File: src/hdl/snooper_pkg.sv
/*
 * Trace word layout shared by the snooper RTL and its testbench.
 * Field count and widths are fixed by the trace format and cannot be
 * overridden per instance.
 */
package snooper_pkg;

   localparam int unsigned NUM_FIELDS = 5;
   localparam int unsigned FIELD_W    = 32;
   localparam int unsigned TRACE_W    = NUM_FIELDS * FIELD_W;

   // Selects how a trace word is decoded and which buffers it fills
   typedef enum logic {
      MODE_ADDRESS     = 1'b0,
      MODE_INSTRUCTION = 1'b1
   } trace_mode_e;

   // Retired branch record with one field per buffer.
   // pc_src_l sits in the low word and lands in buffer 0
   typedef struct packed {
      logic [FIELD_W-1:0] metadata;
      logic [FIELD_W-1:0] pc_dst_h;
      logic [FIELD_W-1:0] pc_dst_l;
      logic [FIELD_W-1:0] pc_src_h;
      logic [FIELD_W-1:0] pc_src_l;
   } addr_rec_t;

   // Instruction view keeps only the opcode in the low word
   typedef struct packed {
      logic [TRACE_W-FIELD_W-1:0] reserved;
      logic [FIELD_W-1:0]         opcode;
   } inst_rec_t;

   // The same trace word read two ways, picked by the trace mode
   typedef union packed {
      addr_rec_t addr;
      inst_rec_t inst;
   } trace_u;

endpackage
File: src/hdl/snooping_engine.sv
/*
 * Decodes retired-branch traces and writes them at the entry counter.
 * The trace stream cannot be stalled, so a trace arriving during the
 * clear pulse is dropped. The counter wraps at 2^AddrWidth entries.
 */
`timescale 1ns/1ps

module snooping_engine #(
   parameter int unsigned AddrWidth = 10
) (
   input  logic                                 clk_i,
   input  logic                                 rst_ni,
   input  logic                                 trace_valid_i,
   input  snooper_pkg::trace_u                  trace_i,
   input  logic                                 snoop_en_i,
   input  snooper_pkg::trace_mode_e             trace_mode_i,
   input  logic                                 cnt_clr_i,
   output logic [snooper_pkg::NUM_FIELDS-1:0]   buf_we_o,
   output logic [AddrWidth-1:0]                 buf_idx_o,
   output logic [snooper_pkg::NUM_FIELDS-1:0][snooper_pkg::FIELD_W-1:0] buf_wdata_o,
   output logic [AddrWidth-1:0]                 cnt_o
);
   import snooper_pkg::*;

   logic                 accept;
   logic [AddrWidth-1:0] cnt_q;

   // The clear pulse takes priority over any trace in the same cycle
   assign accept = trace_valid_i && snoop_en_i && !cnt_clr_i;

   always_comb begin
      buf_we_o    = '0;
      buf_wdata_o = '0;
      if (trace_mode_i == MODE_ADDRESS) begin
         buf_wdata_o[0] = trace_i.addr.pc_src_l;
         buf_wdata_o[1] = trace_i.addr.pc_src_h;
         buf_wdata_o[2] = trace_i.addr.pc_dst_l;
         buf_wdata_o[3] = trace_i.addr.pc_dst_h;
         buf_wdata_o[4] = trace_i.addr.metadata;
         buf_we_o       = {NUM_FIELDS{accept}};
      end else begin
         // Only buffer 0 changes, the other fields keep older address data
         buf_wdata_o[0] = trace_i.inst.opcode;
         buf_we_o[0]    = accept;
      end
   end

   always_ff @(posedge clk_i or negedge rst_ni) begin
      if (!rst_ni) begin
         cnt_q <= '0;
      end else if (cnt_clr_i) begin
         cnt_q <= '0;
      end else if (accept) begin
         if (cnt_q == {AddrWidth{1'b1}}) begin
            cnt_q <= '0;
         end else begin
            cnt_q <= cnt_q + 1'b1;
         end
      end
   end

   // The write lands at the current entry, the counter then points past it
   assign buf_idx_o = cnt_q;
   assign cnt_o     = cnt_q;

endmodule

File: config.mk
export PLATFORM = sky130hd
export DESIGN_NAME = snooping_engine
export DESIGN_NICKNAME = d
export VERILOG_FILES = /design/src/hdl/snooper_pkg.sv /design/src/hdl/snooping_engine.sv
export SDC_FILE = /design/constraint.sdc
export NUM_CORES = 1
export LEC_CHECK = 0
export BUFFER_PORTS_ARGS = -buffer_cell sky130_fd_sc_hd__buf_2
export CORE_AREA = 8 8 131 133
export CTS_BUF_LIST = sky130_fd_sc_hd__clkbuf_16
export CTS_CLUSTER_DIAMETER = 120
export CTS_CLUSTER_SIZE = 20
export DETAILED_ROUTE_END_ITERATION = 16
export DIE_AREA = 0 0 139 141
export RECOVER_POWER = 25
export SKIP_CTS_REPAIR_TIMING = 1
export SLEW_MARGIN = 20
export SYNTH_ARGS = -nofsm -noshare
export SYNTH_HDL_FRONTEND = slang
export SYNTH_SLANG_ARGS = --single-unit
File: constraint.sdc
create_clock -name clk_i -period 3.85 [get_ports clk_i]
set_input_delay 0.77 -clock clk_i [delete_from_list [all_inputs] [get_ports clk_i]]
set_output_delay 0.77 -clock clk_i [all_outputs]
set_load 0.01 [all_outputs]
==> results.tsv <==
stage	metric	value	unit
status	status	finished, final reports clean	
timing	finalSetupTns	0	ns
floorplanning	die-area	19600	sq um
logic_synthesis	netlist_top_cells_area	nor2b_1, buf_4, dfrtp_1	
worst_setup_path	crit_type	in2out	
cells_and_area	diodes	0	
worst_setup_path	start_kind	input port	
floorplanning	core_area	15000	sq um
floorplanning	pin_count	351	
worst_setup_path	reg2reg_from	buf_idx_o[0]	
routing	via_count	2376	
floorplanning	rows	45	
worst_setup_path	worst-path-buf-inv	3	
worst_setup_path	r2r_slack	2.25	ns
power	p_per_area	177	nW/um^2
timing	setup_viol	0	
logic_synthesis	yosysSeqAreaShare	14.3	%
cells_and_area	final_layout_size_suffix_gt1_share	60.7	%
timing	finalHoldViolations	0	
place	dpl.hpwl	8690	um
timing	relSlewSlack	61.7	%
logic_synthesis	async_flop_share	100	%
worst_setup_path	cpPeakStageDelay	0.47	ns
min_path	worstHoldPathType	in2async	
logic_synthesis	synthFlopType	dfrtp_1	
global_route	grt_pass1_wl	13900	um
timing	worst_slew_pin_slew	0.575	ns
clock_network	clkSinkCount	10	
cells_and_area	area_growth	77.9	%
clock_network	cts_tree	done	
timing	rsz0062_at_grt	no	
worst_setup_path	cp_slowest_cell	buf_4	
logic_synthesis	syn_area_per_cell	7.10	sq um
floorplanning	die_y	141	um
floorplanning	die_x	139	um
timing	fmaxAchievable	383	MHz
place	portBuffers	286	
timing	min_period	2.61	ns
worst_setup_path	cp_max_fo	62	
cells_and_area	fillers	1714	
worst_setup_path	cp.required	3.08	ns
worst_setup_path	crit_chain	buf_4 -> buf_4 -> nor2_1 -> buf_2	
logic_synthesis	netlist_area	1750	sq um
routing	routed_wl	9620	um
logic_synthesis	synth_nets	413	
clock_network	clock_latency	0.23	ns
timing	slew_viol_final	0	
routing	viasPerCell	3.58	
clock_network	root_buffer	clkbuf_16	
routing	wire_per_inst	14.5	um
global_route	grt_max_degree	63	
routing	drt_pass1_iterations	4	
logic_synthesis	ys_types	30	
logic_synthesis	yosys_warnings	0	
flow_run	drv_cap	0	
logic_synthesis	synth_edf_count	0	
power	peakVddDrop	89.3	uV
place	gp_congestion	0.810	
routing	ant_nets	0	
worst_setup_path	worst-path-stages	4	
global_route	grt_usage	8.69	%
worst_setup_path	worst_setup_path_end_kind	output pin	
clock_network	clockBufferDepth	2	
timing	min_period_over_period	67.9	%
worst_setup_path	reg2regPathDepth	5	
power	power_leakage	0.00182	uW
logic_synthesis	synth.top_cell.area_share	46.2	%
logic_synthesis	synth_top_area_cell	nor2b_1	
routing	drtIter0Drc	61	
worst_setup_path	timing.rr.end	buf_idx_o[3]	
clock_network	path_clk_slew	0.04	ns
worst_setup_path	crit_family	buffers and inverters	
floorplanning	initial_core_util	11.7	%
clock_network	htreeDepth	1	
timing	whs	0.498	ns
cells_and_area	nets	645	
logic_synthesis	ys_ff_latch	10	
logic_synthesis	synthCells	246	
routing	drc	0	
global_route	antenna_found_initial	1	
cells_and_area	largest_reg_flops	10	
worst_setup_path	cp.arrival	1.84	ns
worst_setup_path	cp_common_cell	buf_4	
global_route	grt_pass1_vias	2453	
timing	fin_skew	0.000543	ns
global_route	overflow	0	
clock_network	cts_buffers	3	
metal layers:
metal  vias up  wire [um]  track usage (%)  share of wire [%]
li1       1182          -                -                  -
met1      1017       3360             8.75                 35
met2       150       4950             15.7                 51
met3        27       1130             4.15                 12
met4         0        182             2.48                1.9
met5         -          0                0                  0
cell usage after synthesis, drive strengths merged, types with 2 or more instances:
cell type and count:
nand2 8, dfrtp 10, a21oi 2, or3 2, nand4 2, nor2b 129
nand3 6, xor2 3, nor2 6, buf 46, a31oi 2, and4 2
clkbuf 15
area by class of cell:
cell class                      count  area (sq um)  share of cell area (%)
Clock buffer                        3          75.1                    2.42
Inverter                            1          3.75                   0.121
Multi-Input combinational cell    174          1090                    35.0
Sequential cell                    10           250                    8.06
Tap cell                          188           235                    7.57
Timing Repair Buffer              288          1450                    46.8
how the worst max path moves through the flow:
stage               slack (ns)    startpoint          end
global placement          1.26  trace_mode_i  buf_we_o[4]
CTS                       1.24  trace_mode_i  buf_we_o[4]
detailed placement        1.24  trace_mode_i  buf_we_o[4]
global route              1.13  trace_mode_i  buf_we_o[1]
floorplan                 1.49     cnt_clr_i  buf_we_o[2]
finish                    1.24  trace_mode_i  buf_we_o[4]
cell usage in the layout (no fill, tap or decap), types with 2 or more instances in the layout:
| master | count |
|---|---|
| dfrtp_1 | 10 |
| nor2b_1 | 129 |
| and4_1 | 2 |
| nand2_1 | 8 |
| nand3_1 | 5 |
| clkbuf_1 | 6 |
| buf_2 | 279 |
| a21oi_1 | 2 |
| buf_4 | 2 |
| nor2_1 | 6 |
| xor2_1 | 3 |
| a31oi_1 | 2 |
| nand4_1 | 2 |
| clkbuf_16 | 3 |
power breakdown:
| part | switching [uW] | total, uW | internal (uW) |
|---|---|---|---|
| logic | 128 | 260 | 133 |
| registers | 1.78 | 109 | 107 |
| clock network | 44.9 | 179 | 134 |
per-stage QoR:
stage          power [uW]  setup slack, ns  area (sq um)  utilization (%)  cells
5_1_grt               586             1.13          3110             20.7    664
3_5_place_dp          375             1.24          3040             20.3    661
4_1_cts               560             1.24          3110             20.8    664
6_report              548             1.24          3110             20.7    664
2_1_floorplan         261             1.49          1750                -    246
3_3_place_gp          375             1.26          3040             20.3    661
logic make-up after synthesis:
group,after synthesis,share of synthesized area (%)
compound gates,8,3.15
flops,10,14.3
fa+ha+maj,1,0.717
buf+inv,62,23.3
mux,1,0.645
xor+xnor,4,2.01
simple gates,160,55.8
No activity file was read; power rests on OpenSTA's default activity.
