$ cat src/hdl/snoop_regs_pkg.sv
/*
 * Host bus address map and CTRL bit positions.
 * Addresses are word indices, not byte addresses.
 */
package snoop_regs_pkg;

   localparam int unsigned BUS_AW = 16;
   localparam int unsigned BUS_DW = 32;

   // Address bit 15 splits register space from buffer space
   localparam int unsigned BUF_REGION_BIT = 15;

   // In buffer space bits 14:12 pick the field, the low bits pick the entry
   localparam int unsigned FIELD_SEL_LSB = 12;
   localparam int unsigned FIELD_SEL_W   = 3;

   localparam logic [BUS_AW-1:0] REG_CTRL  = 16'h0000;
   localparam logic [BUS_AW-1:0] REG_COUNT = 16'h0001;

   localparam int unsigned CTRL_EN_BIT      = 0;
   localparam int unsigned CTRL_MODE_BIT    = 1;
   // Write-one pulse that is never stored and reads back as 0
   localparam int unsigned CTRL_CNT_RST_BIT = 2;

endpackage

$ cat src/hdl/snooper_pkg.sv
/*
 * Trace word layout shared by the snooper RTL and its testbench.
 * Field count and widths are fixed by the trace format and cannot be
 * overridden per instance.
 */
package snooper_pkg;

   localparam int unsigned NUM_FIELDS = 5;
   localparam int unsigned FIELD_W    = 32;
   localparam int unsigned TRACE_W    = NUM_FIELDS * FIELD_W;

   // Selects how a trace word is decoded and which buffers it fills
   typedef enum logic {
      MODE_ADDRESS     = 1'b0,
      MODE_INSTRUCTION = 1'b1
   } trace_mode_e;

   // Retired branch record with one field per buffer.
   // pc_src_l sits in the low word and lands in buffer 0
   typedef struct packed {
      logic [FIELD_W-1:0] metadata;
      logic [FIELD_W-1:0] pc_dst_h;
      logic [FIELD_W-1:0] pc_dst_l;
      logic [FIELD_W-1:0] pc_src_h;
      logic [FIELD_W-1:0] pc_src_l;
   } addr_rec_t;

   // Instruction view keeps only the opcode in the low word
   typedef struct packed {
      logic [TRACE_W-FIELD_W-1:0] reserved;
      logic [FIELD_W-1:0]         opcode;
   } inst_rec_t;

   // The same trace word read two ways, picked by the trace mode
   typedef union packed {
      addr_rec_t addr;
      inst_rec_t inst;
   } trace_u;

endpackage
$ cat src/hdl/snoop_regs.sv
/*
 * Host bus slave with a four-phase req/ack handshake.
 * Ack rises two edges after req is sampled and falls once req is seen low.
 * Buffer-space writes are ignored. AddrWidth must be at most 12.
 */
`timescale 1ns/1ps

module snoop_regs #(
   parameter int unsigned AddrWidth = 10
) (
   input  logic                                 clk_i,
   input  logic                                 rst_ni,
   input  logic                                 bus_req_i,
   input  logic                                 bus_we_i,
   input  logic [snoop_regs_pkg::BUS_AW-1:0]    bus_addr_i,
   input  logic [snoop_regs_pkg::BUS_DW-1:0]    bus_wdata_i,
   output logic [snoop_regs_pkg::BUS_DW-1:0]    bus_rdata_o,
   output logic                                 bus_ack_o,
   output logic                                 snoop_en_o,
   output snooper_pkg::trace_mode_e             trace_mode_o,
   output logic                                 cnt_clr_o,
   input  logic [AddrWidth-1:0]                 cnt_i,
   output logic [snooper_pkg::NUM_FIELDS-1:0]   rd_en_o,
   output logic [AddrWidth-1:0]                 rd_idx_o,
   input  logic [snooper_pkg::NUM_FIELDS-1:0][snooper_pkg::FIELD_W-1:0] rd_data_i
);
   import snooper_pkg::*;
   import snoop_regs_pkg::*;

   typedef enum logic [1:0] {
      IDLE,
      ACCESS,
      ACK
   } state_e;

   state_e                 state_q;
   logic                   ack_q;
   logic [BUS_DW-1:0]      rdata_q;
   logic [BUS_DW-1:0]      read_data;
   logic                   snoop_en_q;
   trace_mode_e            mode_q;
   logic                   cnt_clr_q;
   logic                   buf_sel;
   logic [FIELD_SEL_W-1:0] rd_field;
   logic                   respond;
   logic                   ctrl_wr;

   assign buf_sel  = bus_addr_i[BUF_REGION_BIT];
   assign rd_field = bus_addr_i[FIELD_SEL_LSB +: FIELD_SEL_W];
   assign rd_idx_o = bus_addr_i[AddrWidth-1:0];

   // First cycle in ACK: buffer data is out, response and writes land at its closing edge
   assign respond = (state_q == ACK) && !ack_q;
   assign ctrl_wr = respond && bus_we_i && (bus_addr_i == REG_CTRL);

   // Memory read is issued in the access cycle only
   always_comb begin
      rd_en_o = '0;
      if (state_q == ACCESS && buf_sel && !bus_we_i && rd_field < NUM_FIELDS) begin
         rd_en_o[rd_field] = 1'b1;
      end
   end

   always_comb begin
      read_data = '0;
      if (buf_sel) begin
         if (rd_field < NUM_FIELDS) begin
            read_data = rd_data_i[rd_field];
         end
      end else if (bus_addr_i == REG_CTRL) begin
         read_data[CTRL_EN_BIT]   = snoop_en_q;
         read_data[CTRL_MODE_BIT] = mode_q;
      end else if (bus_addr_i == REG_COUNT) begin
         read_data[AddrWidth-1:0] = cnt_i;
      end
   end

   always_ff @(posedge clk_i or negedge rst_ni) begin
      if (!rst_ni) begin
         state_q <= IDLE;
         ack_q   <= 1'b0;
      end else begin
         case (state_q)
            IDLE: begin
               if (bus_req_i) begin
                  state_q <= ACCESS;
               end
            end
            ACCESS: state_q <= ACK;
            ACK: begin
               if (!ack_q) begin
                  ack_q <= 1'b1;
               end else if (!bus_req_i) begin
                  ack_q   <= 1'b0;
                  state_q <= IDLE;
               end
            end
            default: state_q <= IDLE;
         endcase
      end
   end

   always_ff @(posedge clk_i) begin
      if (respond) begin
         rdata_q <= read_data;
      end
   end

   always_ff @(posedge clk_i or negedge rst_ni) begin
      if (!rst_ni) begin
         snoop_en_q <= 1'b0;
         mode_q     <= MODE_ADDRESS;
         cnt_clr_q  <= 1'b0;
      end else begin
         cnt_clr_q <= 1'b0;
         if (ctrl_wr) begin
            snoop_en_q <= bus_wdata_i[CTRL_EN_BIT];
            mode_q     <= trace_mode_e'(bus_wdata_i[CTRL_MODE_BIT]);
            cnt_clr_q  <= bus_wdata_i[CTRL_CNT_RST_BIT];
         end
      end
   end

   assign bus_ack_o    = ack_q;
   assign bus_rdata_o  = rdata_q;
   assign snoop_en_o   = snoop_en_q;
   assign trace_mode_o = mode_q;
   assign cnt_clr_o    = cnt_clr_q;

endmodule

$ cat config.mk
export PLATFORM = sky130hd
export DESIGN_NAME = snoop_regs
export DESIGN_NICKNAME = d
export VERILOG_FILES = /design/src/hdl/snoop_regs_pkg.sv /design/src/hdl/snooper_pkg.sv /design/src/hdl/snoop_regs.sv
export SDC_FILE = /design/constraint.sdc
export NUM_CORES = 1
export LEC_CHECK = 0
export ABC_CLOCK_PERIOD_IN_PS = 7140
export BUFFER_PORTS_ARGS = -buffer_cell sky130_fd_sc_hd__clkbuf_2
export CAP_MARGIN = 20
export CORE_AREA = 8 8 99 101
export DETAILED_ROUTE_END_ITERATION = 8
export DIE_AREA = 0 0 107 109
export GPL_ROUTABILITY_DRIVEN = 0
export PLACE_DENSITY = 0.86
export SETUP_SLACK_MARGIN = 0.15
export SYNTH_ARGS = -nofsm -noshare
export SYNTH_HDL_FRONTEND = slang
export SYNTH_SLANG_ARGS = --single-unit
export TNS_END_PERCENT = 1
$ cat constraint.sdc
create_clock -name clk_i -period 7.14 [get_ports clk_i]
set_clock_uncertainty 0.15 [all_clocks]
set_input_delay 1.071 -clock clk_i [delete_from_list [all_inputs] [get_ports clk_i]]
set_output_delay 1.071 -clock clk_i [all_outputs]
set_load 0.02 [all_outputs]
==> impl_metrics.toml, run 1 <==
[placed_design]
portBuffers = 243
hpwl_mm = 9.51
pre_cts_ws_ns = 3.17

[sta]
maxSlewViolCount = 0
tns_ns = 0
grt_setup_unrepaired = "false"
hold_viol_final = 0
min_period_over_period = 0.557
fmax_mhz = 251
worst-slew-pin-transition_ns = 0.981
setup_ws_ns = 3.16
layout_min_cycle_time_ns = 3.98
setup_viol = 0
relSlewSlack = 0.345
whs_ns = 0.311

[clock_network]
cts_root_buf = "clkbuf_8"
cts_made_buffers = 5
cts_resized = 0
cts_buffer_depth = 2
cts.sinks = 38
path_clk_slew_ns = 0.07
clock_latency_ns = 0.28
tritoncts = "done"
ctsHoldBuffers = 0
cts_setup_buffers = 0
htree_levels = 2

[synth]
ys_seq_area_frac = 0.386
post_synth.cell_area_avg_um2 = 10.4
yosysMostFrequentCell = "a22oi_1"
ys_ff_latch = 38
synth_edf_count = 32
synth.area.top_cells = "edfxtp_1, a22oi_1, mux2_2, mux4_2, dfrtp_1"
synth_cell_types = 34
synth_fp_nets = 499
synthFlopType = "edfxtp_1"
synth_common_cells = "a22oi_1, edfxtp_1, o21ai_0"
async_reset_ff_frac = 0.158
synth_top_cell_by_area = "edfxtp_1"
synth_warnings = 0
synth_top_area_frac = 0.334
netlist_area_mm2 = 0.00288
syn_inst = 277

[finish]
regArea_mm2 = 0.00111
multi_input_area_mm2 = 0.00153
n_antenna_cell = 0
n_fill_cell = 817
fin_util = 0.504
areaGrowthSynthToFinish_pct = 46.8
final_nets = 722
drive_above_1_share = 0.595

[global_routing]
grt_pass1_wl_mm = 17.7
antenna_found_initial = 1
grt_use_total = 0.192
grt_max_degree = 34
grt_overflow = 0
grt_pass1_vias = 3618

[floorplan]
start_util = 0.343
rows = 34
coreArea_mm2 = 0.00838
die_w_um = 107
io_pins = 273
dieArea_mm2 = 0.0117
die_h_um = 109

[worst_setup_path]
slowest_delay_ns = 0.61
crit_family = "simple AND/OR/NAND/NOR gates"
crit_top_cell = "clkbuf_2"
cp_max_fo = 16
arrival_ns = 2.76
path_buf_inv = 2
path_class = "in -> out"
crit_path_end_kind = "output pin"
required_ns = 5.92
start_kind = "primary input"
cp_cell_sequence = "clkbuf_2 -> nor2b_1 -> and2_1 -> and3_1 -> clkbuf_2"
cp_slowest_cell = "nor2b_1"

[power_and_ir_drop]
p_sw_mw = 0.260
comb_power_share = 0.338
powerDensity_mw_per_mm2 = 194
swShare = 0.317
seq_power_share = 0.387
power.share.clock = 0.275
p_int_mw = 0.560
p_leak_nw = 2.06
total_power_mw = 0.820
vdd_drop_max_mv = 0.108

[job]
maxCapViolCount = 0

[routing]
firstDrtPassIters = 5
drc = 0
routed_via_density = 5.23
wl_per_cell_um = 19.0
ant_nets = 0
drt_wl_total_mm = 11.6
vias = 3183
first_iter_violations = 124

[status]
status = "finished clean"

[min_path]
hold_class = "reg -> reg"
[layout by cell type, fill, tap and decap left out]
cell,netlist,final
clkbuf_2,0,243
a22oi_1,37,37
edfxtp_1,32,32
o21ai_0,27,27
and2_1,19,19
mux2_2,18,18
or2_2,10,10
nand2_1,10,10
a21oi_1,10,10
inv_1,10,10
mux2i_1,9,9
mux4_2,9,9
a32o_1,8,8
a21o_1,7,7
dfrtp_1,6,6
clkbuf_8,0,6
buf_4,13,6
or2_0,5,5
and3_1,4,4
nor4_1,3,3
nor3b_2,2,2
nor3_1,2,2
nor2_1,3,2
nand3b_1,2,2
nand2b_1,2,2
and4b_1,2,2
a21boi_0,2,2
bufinv_16,0,2
nor2b_1,1,1
nor2_2,1,1
nand4_1,1,1
o22ai_1,1,1
nor2_4,0,1
nor3b_1,1,1
[routing by layer]
metal	up-vias	share of wire	wire length [um]	track usage
met5	-	0.0011	13	0
met4	2	0.011	122	0.0593
met3	14	0.095	1100	0.0686
met2	182	0.53	6200	0.372
met1	1491	0.36	4160	0.186
li1	1494	-	-	-
[sequential cells by signal, summed over array words and instances (netlist names)]
name,flops
bus_ack_o,1
bus_rdata_o,32
cnt_clr_o,1
snoop_en_o,1
state_q,2
trace_mode_o,1
[per-stage QoR]
step	cell area (um2)	cells
floorplan	2880	277
finish	4220	609
CTS	4220	609
detailed placement	4080	601
global placement	4080	601
global route	4220	609
[worst paths after layout]
path,startpoint,slack [ns],end,cells after the start
min in group asynchronous,rst_ni,0.44,snoop_en_o$_DFFE_PN0P_,1
setup / recovery,bus_addr_i[12],3.16,rd_en_o[3],5
setup reg to reg,state_q[0]$_DFFE_PN0P_,4.78,snoop_en_o$_DFFE_PN0P_,4
hold reg to reg,state_q[0]$_DFFE_PN0P_,0.31,state_q[0]$_DFFE_PN0P_,1
hold / removal,state_q[0]$_DFFE_PN0P_,0.31,state_q[0]$_DFFE_PN0P_,1
max in group asynchronous,rst_ni,6.25,bus_ack_o$_DFFE_PN0N_,1
[cell families after synthesis]
family / Yosys count / synth area share
AO/OA/AOI/OAI: 92 / 0.214
AND/OR/NAND/NOR: 68 / 0.144
buffers and inverters: 43 / 0.0831
flip-flops: 38 / 0.386
multiplexers: 36 / 0.172
[power by group through the flow]
stage	clock network, mW	logic (mW)	registers, mW
after floorplan	0	0.105	0.374
after global placement	0	0.275	0.320
after detailed placement	0	0.283	0.323
after CTS	0.232	0.284	0.318
after global routing	0.240	0.303	0.322
final	0.225	0.277	0.318
[area by class of cell]
cell class | count | area share
Inverter | 10 | 0.00889
Clock inverter | 2 | 0.0142
Timing Repair Buffer | 249 | 0.299
Sequential cell | 38 | 0.263
Tap cell | 108 | 0.0320
Multi-Input combinational cell | 196 | 0.363
Clock buffer | 6 | 0.0196
Note: power is estimated with default switching activity, not from simulation.
==> run 2: changes to the inputs <==
ABC_AREA = 1   (was unset)
ABC_CLOCK_PERIOD_IN_PS = 3290   (was 7140)
CORE_AREA = unset   (was 8 8 99 101)
CORE_MARGIN = 8   (was unset)
CORE_UTILIZATION = 35   (was unset)
DIE_AREA = unset   (was 0 0 107 109)
clock period = 3.29 ns   (was 7.14 ns; I/O delays follow)
==> run 2 against run 1 <==
Effect of this change: non-clock buffer count grew 1; synthesized area grew 7.4%; synthesized cell count grew 75%; setup slack lost 2.4 ns; register-to-register slack lost 3.4 ns; critical path depth is the same; first-iteration DRC count grew 44%; largest cell class unchanged.
==> impl_metrics.toml, run 2 <==
[status]
status = "finished clean"

[sta]
fmax_mhz = 401
layout_min_cycle_time_ns = 2.49
hold_viol_final = 0
whs_ns = 0.235
min_period_over_period = 0.757
grt_setup_unrepaired = "false"
worst-slew-pin-transition_ns = 0.678
relSlewSlack = 0.548
tns_ns = 0
maxSlewViolCount = 0
setup_viol = 0

[clock_network]
cts_root_buf = "clkbuf_8"
path_clk_slew_ns = 0.08
cts.sinks = 38
cts_buffer_depth = 2
tritoncts = "done"
cts_resized = 0
cts_made_buffers = 5
clock_latency_ns = 0.29
htree_levels = 2

[worst_setup_path]
ff2ff_setup_slack_ns = 1.37
r2r_cells = 4
slowest_delay_ns = 0.40
crit_family = "buffers and inverters"
path_buf_inv = 3
r2r_end = "bus_rdata_o[27]$_SDFFCE_PN0N_"
arrival_ns = 1.85
cp_slowest_cell = "nand3_2"
cp_cell_sequence = "clkbuf_2 -> inv_4 -> nand3_2 -> nor2_1 -> clkbuf_2"
r2r_start = "state_q[0]$_DFFE_PN0P_"
crit_path_end_kind = "output pin"
crit_top_cell = "clkbuf_2"
path_class = "in -> out"
start_kind = "primary input"
cp_max_fo = 19
required_ns = 2.65

[finish]
drive_above_1_share = 0.383
layout_commonest_cell = "clkbuf_2"
areaGrowthSynthToFinish_pct = 41.9
largest_reg_flops = 32
n_fill_cell = 877
regArea_mm2 = 0.00111
n_antenna_cell = 0
final_nets = 933
multi_input_area_mm2 = 0.00152
fin_util = 0.507
mostFrequentLayoutCells = "clkbuf_2, nand2_1, nor2_1, inv_1, nand3_1"

[global_routing]
grt_use_total = 0.198
antenna_found_initial = 0
grt_overflow = 0
grt_pass1_wl_mm = 18.7
grt_max_degree = 40
grt_pass1_vias = 3915

[floorplan]
io_pins = 273
die_w_um = 110
coreArea_mm2 = 0.00864
start_util = 0.358
rows = 34
die_h_um = 110
dieArea_mm2 = 0.0121

[routing]
vias = 3775
firstDrtPassIters = 4
first_iter_violations = 178
routed_via_density = 4.60
wl_per_cell_um = 15.0
drt_wl_total_mm = 12.3
ant_nets = 0
drc = 0

[min_path]
worstHoldPathCells = 3
hold_class = "in -> reg"
hold_start = "bus_wdata_i[2]"
min_to = "cnt_clr_o$_DFF_PN0_"

[power_and_ir_drop]
total_power_mw = 1.62
vdd_drop_max_mv = 0.221
comb_power_share = 0.366
p_int_mw = 1.03
p_leak_nw = 2.49
p_sw_mw = 0.592
swShare = 0.366
power.share.clock = 0.211
seq_power_share = 0.422
powerDensity_mw_per_mm2 = 370

[placed_design]
hpwl_mm = 10.2
portBuffers = 243

[synth]
netlist_area_mm2 = 0.00309
post_synth.cell_area_avg_um2 = 6.35
yosysMostFrequentCell = "nand2_1"
synth_top_area_frac = 0.311
synth.area.top_cells = "edfxtp_1, nand2_1, nor2_1, inv_1, nand3_1"
synthFlopType = "edfxtp_1"
ys_seq_area_frac = 0.360
synth_common_cells = "nand2_1, nor2_1, inv_1"
synth_fp_nets = 708
async_reset_ff_frac = 0.158
syn_inst = 486
synth_top_cell_by_area = "edfxtp_1"
ys_ff_latch = 38
synth_warnings = 0
synth_edf_count = 32
synth_cell_types = 24

[job]
maxCapViolCount = 0
==> run 2: cell count changes in the layout (fill, tap and decap cells not counted), sizes merged, moves of 8 or more <==
cell / before / now
a21oi: 10 / 1
a22oi: 37 / 0
a32o: 8 / 0
and2: 19 / 1
inv: 10 / 65
mux2: 18 / 0
mux2i: 9 / 0
mux4: 9 / 0
nand2: 10 / 165
nand3: 0 / 40
nand4: 1 / 17
nor2: 4 / 92
or2: 15 / 3
==> run 2: kinds of logic after synthesis <==
kind of cell | Yosys count | synth area share
buffers and inverters | 97 | 0.147
AND/OR/NAND/NOR | 318 | 0.434
AO/OA/AOI/OAI | 33 | 0.0592
flip-flops | 38 | 0.360
==> run 2: repair_timing <==
action | 4_1_cts | 5_1_grt
hold buffers | 1 | 0
buffers inserted | 0 | 0
setup endpoints to repair | 0 | 0
endpoints found under the hold margin | 6 | 0
==> run 2: routing by layer <==
layer	track usage	share of wire	vias to the layer above
met3	0.0662	0.11	8
met2	0.377	0.51	181
met1	0.202	0.36	1631
met4	0.0444	0.010	0
met5	0	0	-
li1	-	-	1955
==> run 2: worst max-delay path by stage <==
stage | startpoint | to | slack [ns] | cells after the start
after detailed placement | bus_addr_i[14] | rd_en_o[3] | 0.78 | 5
after global routing | bus_addr_i[12] | rd_en_o[3] | 0.58 | 5
after floorplan | bus_addr_i[13] | rd_en_o[0] | 1.21 | 6
after CTS | bus_addr_i[14] | rd_en_o[3] | 0.78 | 5
after global placement | bus_addr_i[14] | bus_rdata_o[13]$_SDFFCE_PN0N_ | 0.78 | 8
final | bus_addr_i[14] | rd_en_o[3] | 0.80 | 5
==> run 2: metrics by stage <==
step	cell area, um2	std cells	setup WS, ns
CTS	4380	820	0.778
finish	4380	820	0.798
global placement	4280	811	0.781
detailed placement	4280	811	0.781
floorplan	3090	486	1.21
global route	4380	820	0.582
==> run 2: layout make-up <==
cell class,instances,area share
Multi-Input combinational cell,351,0.347
Tap cell,108,0.0308
Sequential cell,38,0.254
Timing Repair Buffer,250,0.290
Inverter,65,0.0563
Clock inverter,2,0.00286
Clock buffer,6,0.0189
==> run 2: worst register-to-register path, stage by stage (launching register included) <==
cell and delay, ns:
dfrtp_1 0.42, nor2_1 0.17, nand2_1 0.08, inv_1 0.36, buf_4 0.39
==> run 2: power groups by stage <==
stage / Sequential [mW] / Combinational [mW] / Clock (mW)
after floorplan: 0.806 / 0.217 / 0
after global placement: 0.690 / 0.592 / 0
after detailed placement: 0.694 / 0.601 / 0
after CTS: 0.684 / 0.604 / 0.353
after global routing: 0.694 / 0.659 / 0.369
final: 0.684 / 0.593 / 0.342
